==> src/pagerank_cfg.svh <==
// PageRank compute unit configuration: datapath widths and FIFO sizing

`ifndef PAGERANK_CFG_SVH
`define PAGERANK_CFG_SVH

////////////////////////////////////////////////////////////
// Datapath widths
////////////////////////////////////////////////////////////

// Vertex id and vertex count
`define PR_VERTEX_W 32
// Out-degree, edge index and edge count
`define PR_EDGE_W 32
// Fixed-point contribution and running sum
`define PR_RANK_W 32

////////////////////////////////////////////////////////////
// Buffer sizing
////////////////////////////////////////////////////////////

// Burst guard in front of the vertex FSM
`define PR_VERTEX_FIFO_DEPTH 16
`define PR_CMD_FIFO_DEPTH 8
// Free slots left when the command FIFO reports almost full
`define PR_CMD_ALFULL_MARGIN 2

`endif

==> src/pagerank_job_pkg.sv <==
// PageRank job types: incoming vertex jobs and finished rank writes

`include "pagerank_cfg.svh"

package pagerank_job_pkg;

	////////////////////////////////////////////////////////////
	// Vertex side
	////////////////////////////////////////////////////////////

	// One vertex to process, edges_idx is the first edge-array index
	typedef struct packed {
		logic                   valid;
		logic [`PR_VERTEX_W-1:0] vertex_id;
		logic [`PR_EDGE_W-1:0]   out_degree;
		logic [`PR_EDGE_W-1:0]   edges_idx;
	} vertex_job_t;

	////////////////////////////////////////////////////////////
	// Result side
	////////////////////////////////////////////////////////////

	// Summed contributions of a finished vertex
	typedef struct packed {
		logic                   valid;
		logic [`PR_VERTEX_W-1:0] vertex_id;
		logic [`PR_RANK_W-1:0]   rank_sum;
	} rank_write_t;

endpackage

==> src/pagerank_mem_pkg.sv <==
// PageRank memory-side types: read commands, edge data and buffer flags

`include "pagerank_cfg.svh"

package pagerank_mem_pkg;

	////////////////////////////////////////////////////////////
	// Read path
	////////////////////////////////////////////////////////////

	// Edge-array read, tagged with the vertex that owns it
	typedef struct packed {
		logic                   valid;
		logic [`PR_EDGE_W-1:0]   address;
		logic [`PR_VERTEX_W-1:0] tag;
	} read_cmd_t;

	// One neighbour contribution coming back from memory
	typedef struct packed {
		logic                 valid;
		logic [`PR_RANK_W-1:0] rank;
	} edge_data_t;

	////////////////////////////////////////////////////////////
	// Buffer flags
	////////////////////////////////////////////////////////////

	typedef struct packed {
		logic valid;
		logic empty;
		logic full;
		logic alfull;
	} buffer_status_t;

endpackage

==> src/job_fifo.sv <==
// Show-ahead synchronous FIFO carrying any packed payload type

`timescale 1ns/1ps

module job_fifo #(
	parameter type payload_t     = logic [7:0],
	parameter int  DEPTH         = 16,
	parameter int  ALFULL_MARGIN = 2
) (
	input  logic                             clock,
	input  logic                             rstn,
	input  logic                             push,
	input  payload_t                         data_in,
	input  logic                             pop,
	output payload_t                         data_out,
	output pagerank_mem_pkg::buffer_status_t status
);

	localparam int PTR_W = $clog2(DEPTH);
	localparam int CNT_W = $clog2(DEPTH + 1);

	payload_t mem [DEPTH];

	logic [PTR_W-1:0] wr_ptr;
	logic [PTR_W-1:0] rd_ptr;
	logic [CNT_W-1:0] count;
	logic             do_push;
	logic             do_pop;

	// A pop frees a slot in the same edge, so full still accepts then
	assign do_pop  = pop && !status.empty;
	assign do_push = push && (!status.full || do_pop);

	always_ff @(posedge clock or negedge rstn) begin
		if (!rstn) begin
			wr_ptr <= '0;
			rd_ptr <= '0;
			count  <= '0;
		end else begin
			if (do_push)
				wr_ptr <= wr_ptr + 1'b1;
			if (do_pop)
				rd_ptr <= rd_ptr + 1'b1;
			if (do_push && !do_pop)
				count <= count + 1'b1;
			else if (do_pop && !do_push)
				count <= count - 1'b1;
		end
	end

	always_ff @(posedge clock) begin
		if (do_push)
			mem[wr_ptr] <= data_in;
	end

	// Head is visible without a read cycle; zeroed while empty
	assign data_out = status.empty ? payload_t'('0) : mem[rd_ptr];

	assign status.empty  = (count == '0);
	assign status.valid  = !status.empty;
	assign status.full   = (count == CNT_W'(DEPTH));
	assign status.alfull = (count >= CNT_W'(DEPTH - ALFULL_MARGIN));

endmodule

==> src/edge_progress_counter.sv <==
// Tracks issued reads and returned data of one vertex against its out-degree

`timescale 1ns/1ps
`include "pagerank_cfg.svh"

module edge_progress_counter (
	input  logic                  clock,
	input  logic                  rstn,
	input  logic                  start,
	input  logic [`PR_EDGE_W-1:0] out_degree,
	input  logic                  issue,
	input  logic                  edge_data_valid,
	output logic [`PR_EDGE_W-1:0] issue_index,
	output logic                  issue_done,
	output logic                  data_done,
	output logic [`PR_EDGE_W-1:0] edge_total
);

	logic [`PR_EDGE_W-1:0] degree_latched;
	logic [`PR_EDGE_W-1:0] data_count;

	////////////////////////////////////////////////////////////
	// Per-vertex progress
	////////////////////////////////////////////////////////////

	always_ff @(posedge clock or negedge rstn) begin
		if (!rstn) begin
			degree_latched <= '0;
			issue_index    <= '0;
			data_count     <= '0;
		end else if (start) begin
			degree_latched <= out_degree;
			issue_index    <= '0;
			data_count     <= '0;
		end else begin
			if (issue)
				issue_index <= issue_index + 1'b1;
			if (edge_data_valid)
				data_count <= data_count + 1'b1;
		end
	end

	assign issue_done = (issue_index == degree_latched);
	assign data_done  = (data_count == degree_latched);

	////////////////////////////////////////////////////////////
	// Run-wide edge total
	////////////////////////////////////////////////////////////

	// Counts every contribution received, never cleared by start
	always_ff @(posedge clock or negedge rstn) begin
		if (!rstn) begin
			edge_total <= '0;
		end else if (edge_data_valid) begin
			edge_total <= edge_total + 1'b1;
		end
	end

endmodule

==> src/rank_accumulator.sv <==
// Fixed-point sum of the neighbour contributions of the current vertex

`timescale 1ns/1ps
`include "pagerank_cfg.svh"

module rank_accumulator (
	input  logic                         clock,
	input  logic                         rstn,
	input  logic                         start,
	input  logic                         collecting,
	input  pagerank_mem_pkg::edge_data_t edge_data,
	output logic [`PR_RANK_W-1:0]        rank_sum
);

	logic add_en;

	// Only contributions that arrive while a vertex is open count
	assign add_en = collecting && edge_data.valid;

	always_ff @(posedge clock or negedge rstn) begin
		if (!rstn) begin
			rank_sum <= '0;
		end else if (start) begin
			rank_sum <= '0;
		end else if (add_en) begin
			// Wraps modulo 2^PR_RANK_W
			rank_sum <= rank_sum + edge_data.rank;
		end
	end

endmodule

==> src/vertex_control_fsm.sv <==
// Vertex FSM: takes a job, issues its edge reads and emits the rank write

`timescale 1ns/1ps
`include "pagerank_cfg.svh"

module vertex_control_fsm (
	input  logic                             clock,
	input  logic                             rstn,
	input  logic                             enabled_in,
	input  pagerank_job_pkg::vertex_job_t    job_head,
	input  pagerank_mem_pkg::buffer_status_t job_status,
	output logic                             job_pop,
	input  pagerank_mem_pkg::buffer_status_t cmd_status,
	output logic                             cmd_push,
	output pagerank_mem_pkg::read_cmd_t      cmd_data,
	output logic                             start,
	output logic [`PR_EDGE_W-1:0]            out_degree,
	output logic                             collecting,
	output logic                             issue,
	input  logic [`PR_EDGE_W-1:0]            issue_index,
	input  logic                             issue_done,
	input  logic                             data_done,
	input  logic [`PR_RANK_W-1:0]            rank_sum,
	output pagerank_job_pkg::rank_write_t    rank_write_out,
	output logic [`PR_VERTEX_W-1:0]          vertex_num_counter
);

	typedef enum logic [2:0] {
		ST_IDLE,
		ST_LOAD,
		ST_ISSUE,
		ST_WAIT,
		ST_WRITE
	} state_t;

	state_t state;
	state_t state_next;

	logic [`PR_VERTEX_W-1:0] vertex_id_latched;
	logic [`PR_EDGE_W-1:0]   edges_idx_latched;

	////////////////////////////////////////////////////////////
	// State sequencing
	////////////////////////////////////////////////////////////

	always_ff @(posedge clock or negedge rstn) begin
		if (!rstn) begin
			state <= ST_IDLE;
		end else if (enabled_in) begin
			state <= state_next;
		end
	end

	always_comb begin
		state_next = state;
		case (state)
			ST_IDLE: begin
				if (!job_status.empty)
					state_next = ST_LOAD;
			end
			ST_LOAD: begin
				// Nothing to fetch for an isolated vertex
				if (job_head.out_degree == '0)
					state_next = ST_WRITE;
				else
					state_next = ST_ISSUE;
			end
			ST_ISSUE: begin
				if (issue_done)
					state_next = ST_WAIT;
			end
			ST_WAIT: begin
				if (data_done)
					state_next = ST_WRITE;
			end
			ST_WRITE: state_next = ST_IDLE;
			default:  state_next = ST_IDLE;
		endcase
	end

	////////////////////////////////////////////////////////////
	// Job capture
	////////////////////////////////////////////////////////////

	always_ff @(posedge clock) begin
		if (job_pop) begin
			vertex_id_latched <= job_head.vertex_id;
			edges_idx_latched <= job_head.edges_idx;
		end
	end

	// LOAD pops the head and clears the counter and accumulator together
	assign job_pop    = enabled_in && (state == ST_LOAD);
	assign start      = job_pop;
	assign out_degree = job_head.out_degree;

	////////////////////////////////////////////////////////////
	// Read command issue
	////////////////////////////////////////////////////////////

	assign issue = enabled_in && (state == ST_ISSUE) && !issue_done
		&& !cmd_status.alfull && !cmd_status.full;

	assign cmd_push         = issue;
	assign cmd_data.valid   = issue;
	assign cmd_data.address = edges_idx_latched + issue_index;
	assign cmd_data.tag     = vertex_id_latched;

	// Data may come back while later commands are still going out
	assign collecting = (state == ST_ISSUE) || (state == ST_WAIT);

	////////////////////////////////////////////////////////////
	// Rank write and vertex total
	////////////////////////////////////////////////////////////

	assign rank_write_out.valid     = enabled_in && (state == ST_WRITE);
	assign rank_write_out.vertex_id = vertex_id_latched;
	assign rank_write_out.rank_sum  = rank_sum;

	always_ff @(posedge clock or negedge rstn) begin
		if (!rstn) begin
			vertex_num_counter <= '0;
		end else if (rank_write_out.valid) begin
			vertex_num_counter <= vertex_num_counter + 1'b1;
		end
	end

endmodule

==> src/cu_vertex_pagerank.sv <==
// PageRank vertex compute unit: job buffer, vertex FSM, read command queue and sum

`timescale 1ns/1ps
`include "pagerank_cfg.svh"

module cu_vertex_pagerank (
	input  logic                          clock,
	input  logic                          rstn,
	input  logic                          enabled_in,
	input  pagerank_job_pkg::vertex_job_t vertex_job,
	output logic                          vertex_job_request,
	input  logic                          read_buffer_alfull,
	input  logic                          read_command_bus_grant,
	output logic                          read_command_bus_request,
	output pagerank_mem_pkg::read_cmd_t   read_command_out,
	input  pagerank_mem_pkg::edge_data_t  edge_data_in,
	output pagerank_job_pkg::rank_write_t rank_write_out,
	output logic [`PR_VERTEX_W-1:0]       vertex_num_counter,
	output logic [`PR_EDGE_W-1:0]         edge_num_counter
);

	pagerank_job_pkg::vertex_job_t    vertex_head;
	pagerank_mem_pkg::buffer_status_t vertex_status;
	pagerank_mem_pkg::buffer_status_t cmd_status;
	pagerank_mem_pkg::read_cmd_t      cmd_data;

	logic                  job_pop;
	logic                  cmd_push;
	logic                  start;
	logic                  collecting;
	logic                  issue;
	logic                  issue_done;
	logic                  data_done;
	logic [`PR_EDGE_W-1:0] out_degree;
	logic [`PR_EDGE_W-1:0] issue_index;
	logic [`PR_RANK_W-1:0] rank_sum;

	// Ask for more jobs only once the burst guard has drained
	assign vertex_job_request       = vertex_status.empty;
	assign read_command_bus_request = !cmd_status.empty && !read_buffer_alfull;

	////////////////////////////////////////////////////////////
	// Buffers
	////////////////////////////////////////////////////////////

	job_fifo #(
		.payload_t(pagerank_job_pkg::vertex_job_t),
		.DEPTH    (`PR_VERTEX_FIFO_DEPTH)
	) u_vertex_fifo (
		.clock   (clock),
		.rstn    (rstn),
		.push    (vertex_job.valid),
		.data_in (vertex_job),
		.pop     (job_pop),
		.data_out(vertex_head),
		.status  (vertex_status)
	);

	job_fifo #(
		.payload_t    (pagerank_mem_pkg::read_cmd_t),
		.DEPTH        (`PR_CMD_FIFO_DEPTH),
		.ALFULL_MARGIN(`PR_CMD_ALFULL_MARGIN)
	) u_cmd_fifo (
		.clock   (clock),
		.rstn    (rstn),
		.push    (cmd_push),
		.data_in (cmd_data),
		.pop     (read_command_bus_grant),
		.data_out(read_command_out),
		.status  (cmd_status)
	);

	////////////////////////////////////////////////////////////
	// Vertex processing
	////////////////////////////////////////////////////////////

	vertex_control_fsm u_fsm (
		.clock             (clock),
		.rstn              (rstn),
		.enabled_in        (enabled_in),
		.job_head          (vertex_head),
		.job_status        (vertex_status),
		.job_pop           (job_pop),
		.cmd_status        (cmd_status),
		.cmd_push          (cmd_push),
		.cmd_data          (cmd_data),
		.start             (start),
		.out_degree        (out_degree),
		.collecting        (collecting),
		.issue             (issue),
		.issue_index       (issue_index),
		.issue_done        (issue_done),
		.data_done         (data_done),
		.rank_sum          (rank_sum),
		.rank_write_out    (rank_write_out),
		.vertex_num_counter(vertex_num_counter)
	);

	edge_progress_counter u_counter (
		.clock          (clock),
		.rstn           (rstn),
		.start          (start),
		.out_degree     (out_degree),
		.issue          (issue),
		.edge_data_valid(edge_data_in.valid),
		.issue_index    (issue_index),
		.issue_done     (issue_done),
		.data_done      (data_done),
		.edge_total     (edge_num_counter)
	);

	rank_accumulator u_accumulator (
		.clock     (clock),
		.rstn      (rstn),
		.start     (start),
		.collecting(collecting),
		.edge_data (edge_data_in),
		.rank_sum  (rank_sum)
	);

endmodule

==> config.mk <==
export PLATFORM = sky130hd
export DESIGN_NAME = cu_vertex_pagerank
export DESIGN_NICKNAME = d
export VERILOG_FILES = /design/src/pagerank_job_pkg.sv /design/src/pagerank_mem_pkg.sv /design/src/job_fifo.sv /design/src/edge_progress_counter.sv /design/src/rank_accumulator.sv /design/src/vertex_control_fsm.sv /design/src/cu_vertex_pagerank.sv
export VERILOG_INCLUDE_DIRS = /design/src
export SDC_FILE = /design/constraint.sdc
export NUM_CORES = 2
export LEC_CHECK = 0
export ABC_CLOCK_PERIOD_IN_PS = 10500
export BUFFER_PORTS_ARGS = -buffer_cell sky130_fd_sc_hd__buf_2
export CAP_MARGIN = 15
export CORE_MARGIN = 4
export CORE_UTILIZATION = 47
export CTS_BUF_LIST = sky130_fd_sc_hd__clkbuf_8 sky130_fd_sc_hd__clkbuf_16
export DETAILED_ROUTE_END_ITERATION = 8
export PLACE_DENSITY = 0.71
export SLEW_MARGIN = 20
export SYNTH_ARGS = -nofsm -noshare
export SYNTH_HDL_FRONTEND = slang
export SYNTH_SLANG_ARGS = --single-unit
==> constraint.sdc <==
create_clock -name clock -period 10.5 [get_ports clock]
set_clock_uncertainty 0.2 [all_clocks]
set_input_delay 1.575 -clock clock [delete_from_list [all_inputs] [get_ports clock]]
set_output_delay 1.575 -clock clock [all_outputs]
set_load 0.05 [all_outputs]
# Yosys cells after proc, flatten, opt, wreduce, memory -nomap -nowiden
# Memory sizes are Yosys's and may differ from the RTL's.
# Index checks and enable logic that the tools add are counted.
# op_classes
add_sub_neg	14
n_mul	0
div_mod_pow	0
magnitude_cmp	1
n_eq_ne	11
shift	0
mux	21
bitwise_logic	0
n_reduce_logical	40
# op_table
op	n
2-to-1 mux 32 bit	6
adder 32 x 1 -> 32 bit, second input constant	4
2-to-1 mux 65 bit	1
adder 32 bit	2
equality test 32 bit	2
2-to-1 mux 64 bit	1
logical NOT 32 bit	1
logical AND 1 bit	16
adder 4 x 1 -> 4 bit, second input constant	3
2-to-1 mux 3 bit	4
case mux 3 bit (4 select lines)	1
logical NOT 1 bit	11
2-to-1 mux 5 bit	2
nonzero test 2 bit	5
2-to-1 mux 4 bit	2
adder 3 x 1 -> 3 bit, second input constant	2
equality test 3 x 2 -> 1 bit, second input constant	2
adder 5 x 1 -> 5 bit, second input constant	1
equality test 5 bit, second input constant	1
logical NOT 5 bit	1
subtractor 5 x 1 -> 5 bit, second input constant	1
equality test 4 bit, second input constant	1
>= comparator 4 x 3 -> 1 bit, second input constant	1
logical NOT 4 bit	1
other kinds (9)	15
# totals
register_bits	282
latchBits	0
ram_bits	2072
rom_bits	0
wordCells	104
mem_count	2
# mem_list
memory	depth	width	rd	rd_ports_with_merged_regs	wr	line	text
u_vertex_fifo.mem	16	97	1	0	1	job_fifo.sv:22	payload_t mem [DEPTH];
u_cmd_fifo.mem	8	65	1	0	1	job_fifo.sv:22	

# Logic depth before layout (Yosys ltp)
# logic_depth
word_depth	10
ltp_mapped	13

# Cells and area by module
# A second synthesis with hierarchy kept.
# unflattened
hier_cells	4797
hier_area_um2	94898.5
# by_module_without_submodules
mod	n_inst	cells_per_inst	area_per_inst_um2	seq_area_each_um2
job_fifo (u_vertex_fifo)	1	2482	59590.9	46930.0
job_fifo (u_cmd_fifo)	1	826	20036.7	15865.2
edge_progress_counter	1	627	6586.3	3203.1
vertex_control_fsm	1	515	5778.0	2797.7
rank_accumulator	1	346	2902.8	800.8
cu_vertex_pagerank	1	1	3.8	0.0

# Worst setup path after synthesis
# Ideal clock, no wire load.
# synth_timing
kind	input to register
from	input port enabled_in
to	memory u_vertex_fifo.mem[3][0] (netlist name), enable pin
setup_time_ns	0.668
arrival_time_ns	9.106
required_time_ns	9.632
setup_slack_ns	0.527
stages	5
path_cell_list	nand4bb_1 clkbuf_1 a31oi_1 nand2_1 nor3_1
# synth_between
elab_chain_len	6
# synth_lines
element	line	text
start: declaration	cu_vertex_pagerank.sv:9	input logic enabled_in,
logical AND 1 bit	vertex_control_fsm.sv:93	assign job_pop = enabled_in && (state == ST_LOAD);
logical AND 1 bit	job_fifo.sv:31	assign do_pop = pop && !status.empty;
logical OR 1 bit	job_fifo.sv:32	assign do_push = push && (!status.full || do_pop);
logical AND 1 bit	job_fifo.sv:32	
net u_vertex_fifo.do_push	job_fifo.sv:27	logic do_push;
2-to-1 mux 1 bit	job_fifo.sv:52	if (do_push)
2-to-1 mux 1 bit (not written as such)	job_fifo.sv:53	mem[wr_ptr] <= data_in;
end: declaration	job_fifo.sv:22	
# The timed path passes the listed nets, and every way through them passes these cells.

==> results.md <==
* Total wire length at 209 mm
* Most frequent cell after synthesis: edfxtp_1
* Critical path class: reg -> out
* Synthesized area per cell at 20.5 um^2
* Cell variety after synth at 69
* Post-synth EDFFs at 2,120
* Clk Latency, worst-skew pair at 860 ps
* Die height at 453 um
* Post-DP HPWL at 124 mm
* CP max stage delay at 1060 ps
* Top delay family on crit path: flip-flops
* Routed len/inst at 26.8 um
* Maxcap violations at 0
* Synth warnings at 0
* DIE WIDTH at 453 um
* #FFs+latches synth at 2,338
* Worst vdd ir at 0.262 mV
* Type of the worst min-delay path: reg -> reg
* Sum of negative setup slack at 0 ps
* Status: finished, final reports clean
* FF-to-FF setup slack at 5400 ps
* Largest net degree at the start of global routing at 143
* IO buf count at 330
* Reg area at 69,100 um^2
* DRT iter0 DRCs at 4,637
* CTS resizes at 0
* Multi-input gate area at 22,900 um^2
* First-pass GRT wire length at 312 mm
* Final setup fails at 0
* Pwr Total at 0.0288 W
* Crit path depth at 5
* CP Launch Type: flop
* Grt total ovfl at 0
* Clock Pin Slew Worst Setup and Hold Paths at 60 ps
* Root Driver: clkbuf_16
* Power Density at 274 nW/um^2
* Initial Util at 47.5%
* Worst path arrival time at 3820 ps
* Clk buf depth at 3
* Vias in the first global route at 46,300
* Time the worst path needs with I/O delays and setup at 5590 ps
* Final ANT Viol Nets at 0
* Relative max-transition margin at 21.8%
* Initial antenna violation count at 55
* Least-Margin Pin Slew at 1170 ps
* Die Area at 205,000 um^2
* FILL cells at 14,900
* RR Endpoint: u_vertex_fifo.mem[9][35]$_DFFE_PP_
* Hold Buf Count CTS at 0
* Main synth FF type: edfxtp_1
* Crit path required time at 8730 ps
* Vias per inst at 5.85
* Synth cell count leaders: 2,120 x edfxtp_1, 594 x mux4_2, 218 x dfrtp_1
* Seq/Total Area, Yosys at 74.3%
* Syn-to-layout area delta at 13.0%
* Fin. max-slew vios at 0
* FF-to-FF path depth at 7
* Cell chain of the critical path: buf_12 -> mux4_2 -> mux2i_1 -> nor2_1 -> buf_2
* Setup bufs post-CTS at 0
* Synth area leader: edfxtp_1
* Share of layout cells above drive strength 1 at 27.0%
* Share of the synthesized area in the top cell type at 68.5%
* Core footprint at 196,000 um^2
* Crit end category: output pin
* Vias at 45,500
* WHS Endpoint: u_fsm.vertex_num_counter[31]$_DFFE_PN0P_
* Post-synthesis async set-or-reset flop share at 9.32%
* Reg2reg start: u_fsm.state[2]$_DFFE_PN0P_
* DR DRC count at 0
* Max Freq at 0.179 GHz
* Row count at 162
* Area contributors post-synth: edfxtp_1 68%, mux4_2 14%, dfrtp_1 5.9%, xnor2_1 1.7%, ha_1 1.1%
* Pleak at 35.3 nW
* Cts bufs inserted at 224
* Top Ports at 331
* Net count after synthesis at 4,761
* Fin crit share at 53.2%
* CP max stage cell: dfrtp_4
* Buf+Inv Stages, Crit Path at 2
* Nets@finish at 5,164
* Clock Sinks at 2,338
* Mapped Cells at 4,542
* Hold_sp: u_fsm.vertex_num_counter[31]$_DFFE_PN0P_
* Total GRT Usage at 20.4%
* CTS tree: yes
* Mapped Area at 93,000 um^2
* RSZ-0062 raised after global routing: no
* GP Congestion at 0.891
* Fin. Hold Viols at 0
* H-Tree Depth at 4
* CP max FO at 85
* TritonRoute pass-1 iters at 5
* Hold path cells at 1
[worst max-delay path by stage]
stage	slack (ps)	start	endpoint
floorplan	530	enabled_in	u_vertex_fifo.mem[3][0]$_DFFE_PP_
global placement	4290	enabled_in	u_vertex_fifo.mem[9][45]$_DFFE_PP_
detailed placement	4310	enabled_in	u_vertex_fifo.mem[9][45]$_DFFE_PP_
CTS	4720	u_cmd_fifo.rd_ptr[0]$_DFFE_PN0P_	read_command_out[49]
global route	4560	u_cmd_fifo.rd_ptr[0]$_DFFE_PN0P_	read_command_out[51]
finish	4910	u_cmd_fifo.rd_ptr[0]$_DFFE_PN0P_	read_command_out[49]
[layout by cell type (no fill, tap or decap), drive strengths merged, types with 13 or more instances in the layout]
master / n
a22o: 38
diode: 15
ha: 80
nor2b: 94
bufinv: 14
clkinvlp: 14
a21oi: 82
mux2i: 86
clkbuf: 241
buf: 407
nand3: 45
o21ai: 59
and3: 34
nand4: 47
nor3: 20
and4: 13
clkinv: 82
xor2: 69
a21o: 27
nand2: 115
edfxtp: 2120
nor2: 199
dfrtp: 218
xnor2: 176
mux4: 594
nor4: 15
a211oi: 18
inv: 100
or3: 17
[where the power goes]
part	switching [W]	internal, W	leakage [nW]
sequential	0.000801	0.0114	22.0
combinational	0.00520	0.00355	9.51
clock	0.00343	0.00440	3.79
[flip-flops by register name, indices dropped and copies added, names as in the netlist]
register,flops
u_accumulator.rank_sum,32
u_cmd_fifo.count,4
u_cmd_fifo.mem,520
u_cmd_fifo.rd_ptr,3
u_cmd_fifo.wr_ptr,3
u_counter.data_count,32
u_counter.degree_latched,32
u_counter.edge_total,32
u_counter.issue_index,32
u_fsm.edges_idx_latched,32
u_fsm.state,3
u_fsm.vertex_id_latched,32
u_fsm.vertex_num_counter,32
u_vertex_fifo.count,5
u_vertex_fifo.mem,1536
u_vertex_fifo.rd_ptr,4
u_vertex_fifo.wr_ptr,4
[metal layers]
layer | part of all wire [%] | global-route usage [%] | wire (um) | vias to the layer above
li1 | - | - | - | 19300
met1 | 41 | 28.9 | 86200 | 24200
met2 | 48 | 32.5 | 101000 | 1660
met3 | 7.2 | 4.01 | 14900 | 349
met4 | 3.2 | 6.27 | 6660 | 12
met5 | 0.036 | 0 | 76 | -
[per-stage QoR]
stage	setup slack, ps	hold WS [ps]	cells	util, %	instance area [um^2]
floorplan	527	263	4542	-	93000
detailed placement	4310	253	7343	49.9	97700
global placement	4290	253	7343	49.9	97700
finish	4910	269	7781	53.7	105000
CTS	4720	269	7766	53.6	105000
global route	4560	292	7771	53.6	105000
[worst register-to-register path: cells and delay by family, from the launching register on]
kind,cells,cell delay (ps)
flip-flops,1,430
AO/OA/AOI/OAI,1,540
buffers and inverters,3,1750
AND/OR/NAND/NOR,3,1790
[layout make-up]
cell class | count | area share, %
Antenna cell | 15 | 0.0357
Clock buffer | 241 | 5.61
Clock inverter | 182 | 1.33
Inverter | 28 | 0.105
Multi-Input combinational cell | 1946 | 21.8
Sequential cell | 2338 | 65.8
Tap cell | 2624 | 3.13
Timing Repair Buffer | 407 | 2.22
[kinds of logic (layout without fill, tap and decap cells)]
family | after synthesis | in the layout | synth area share (%)
flops | 2338 | 2338 | 74.3
xor+xnor | 245 | 245 | 2.31
other cells | 0 | 15 | 0
fa+ha+maj | 84 | 84 | 1.16
mux | 688 | 688 | 15.4
compound gates | 291 | 291 | 2.05
buf+inv | 258 | 858 | 1.28
simple gates | 638 | 638 | 3.45
Note: power is estimated with default switching activity, not from simulation.
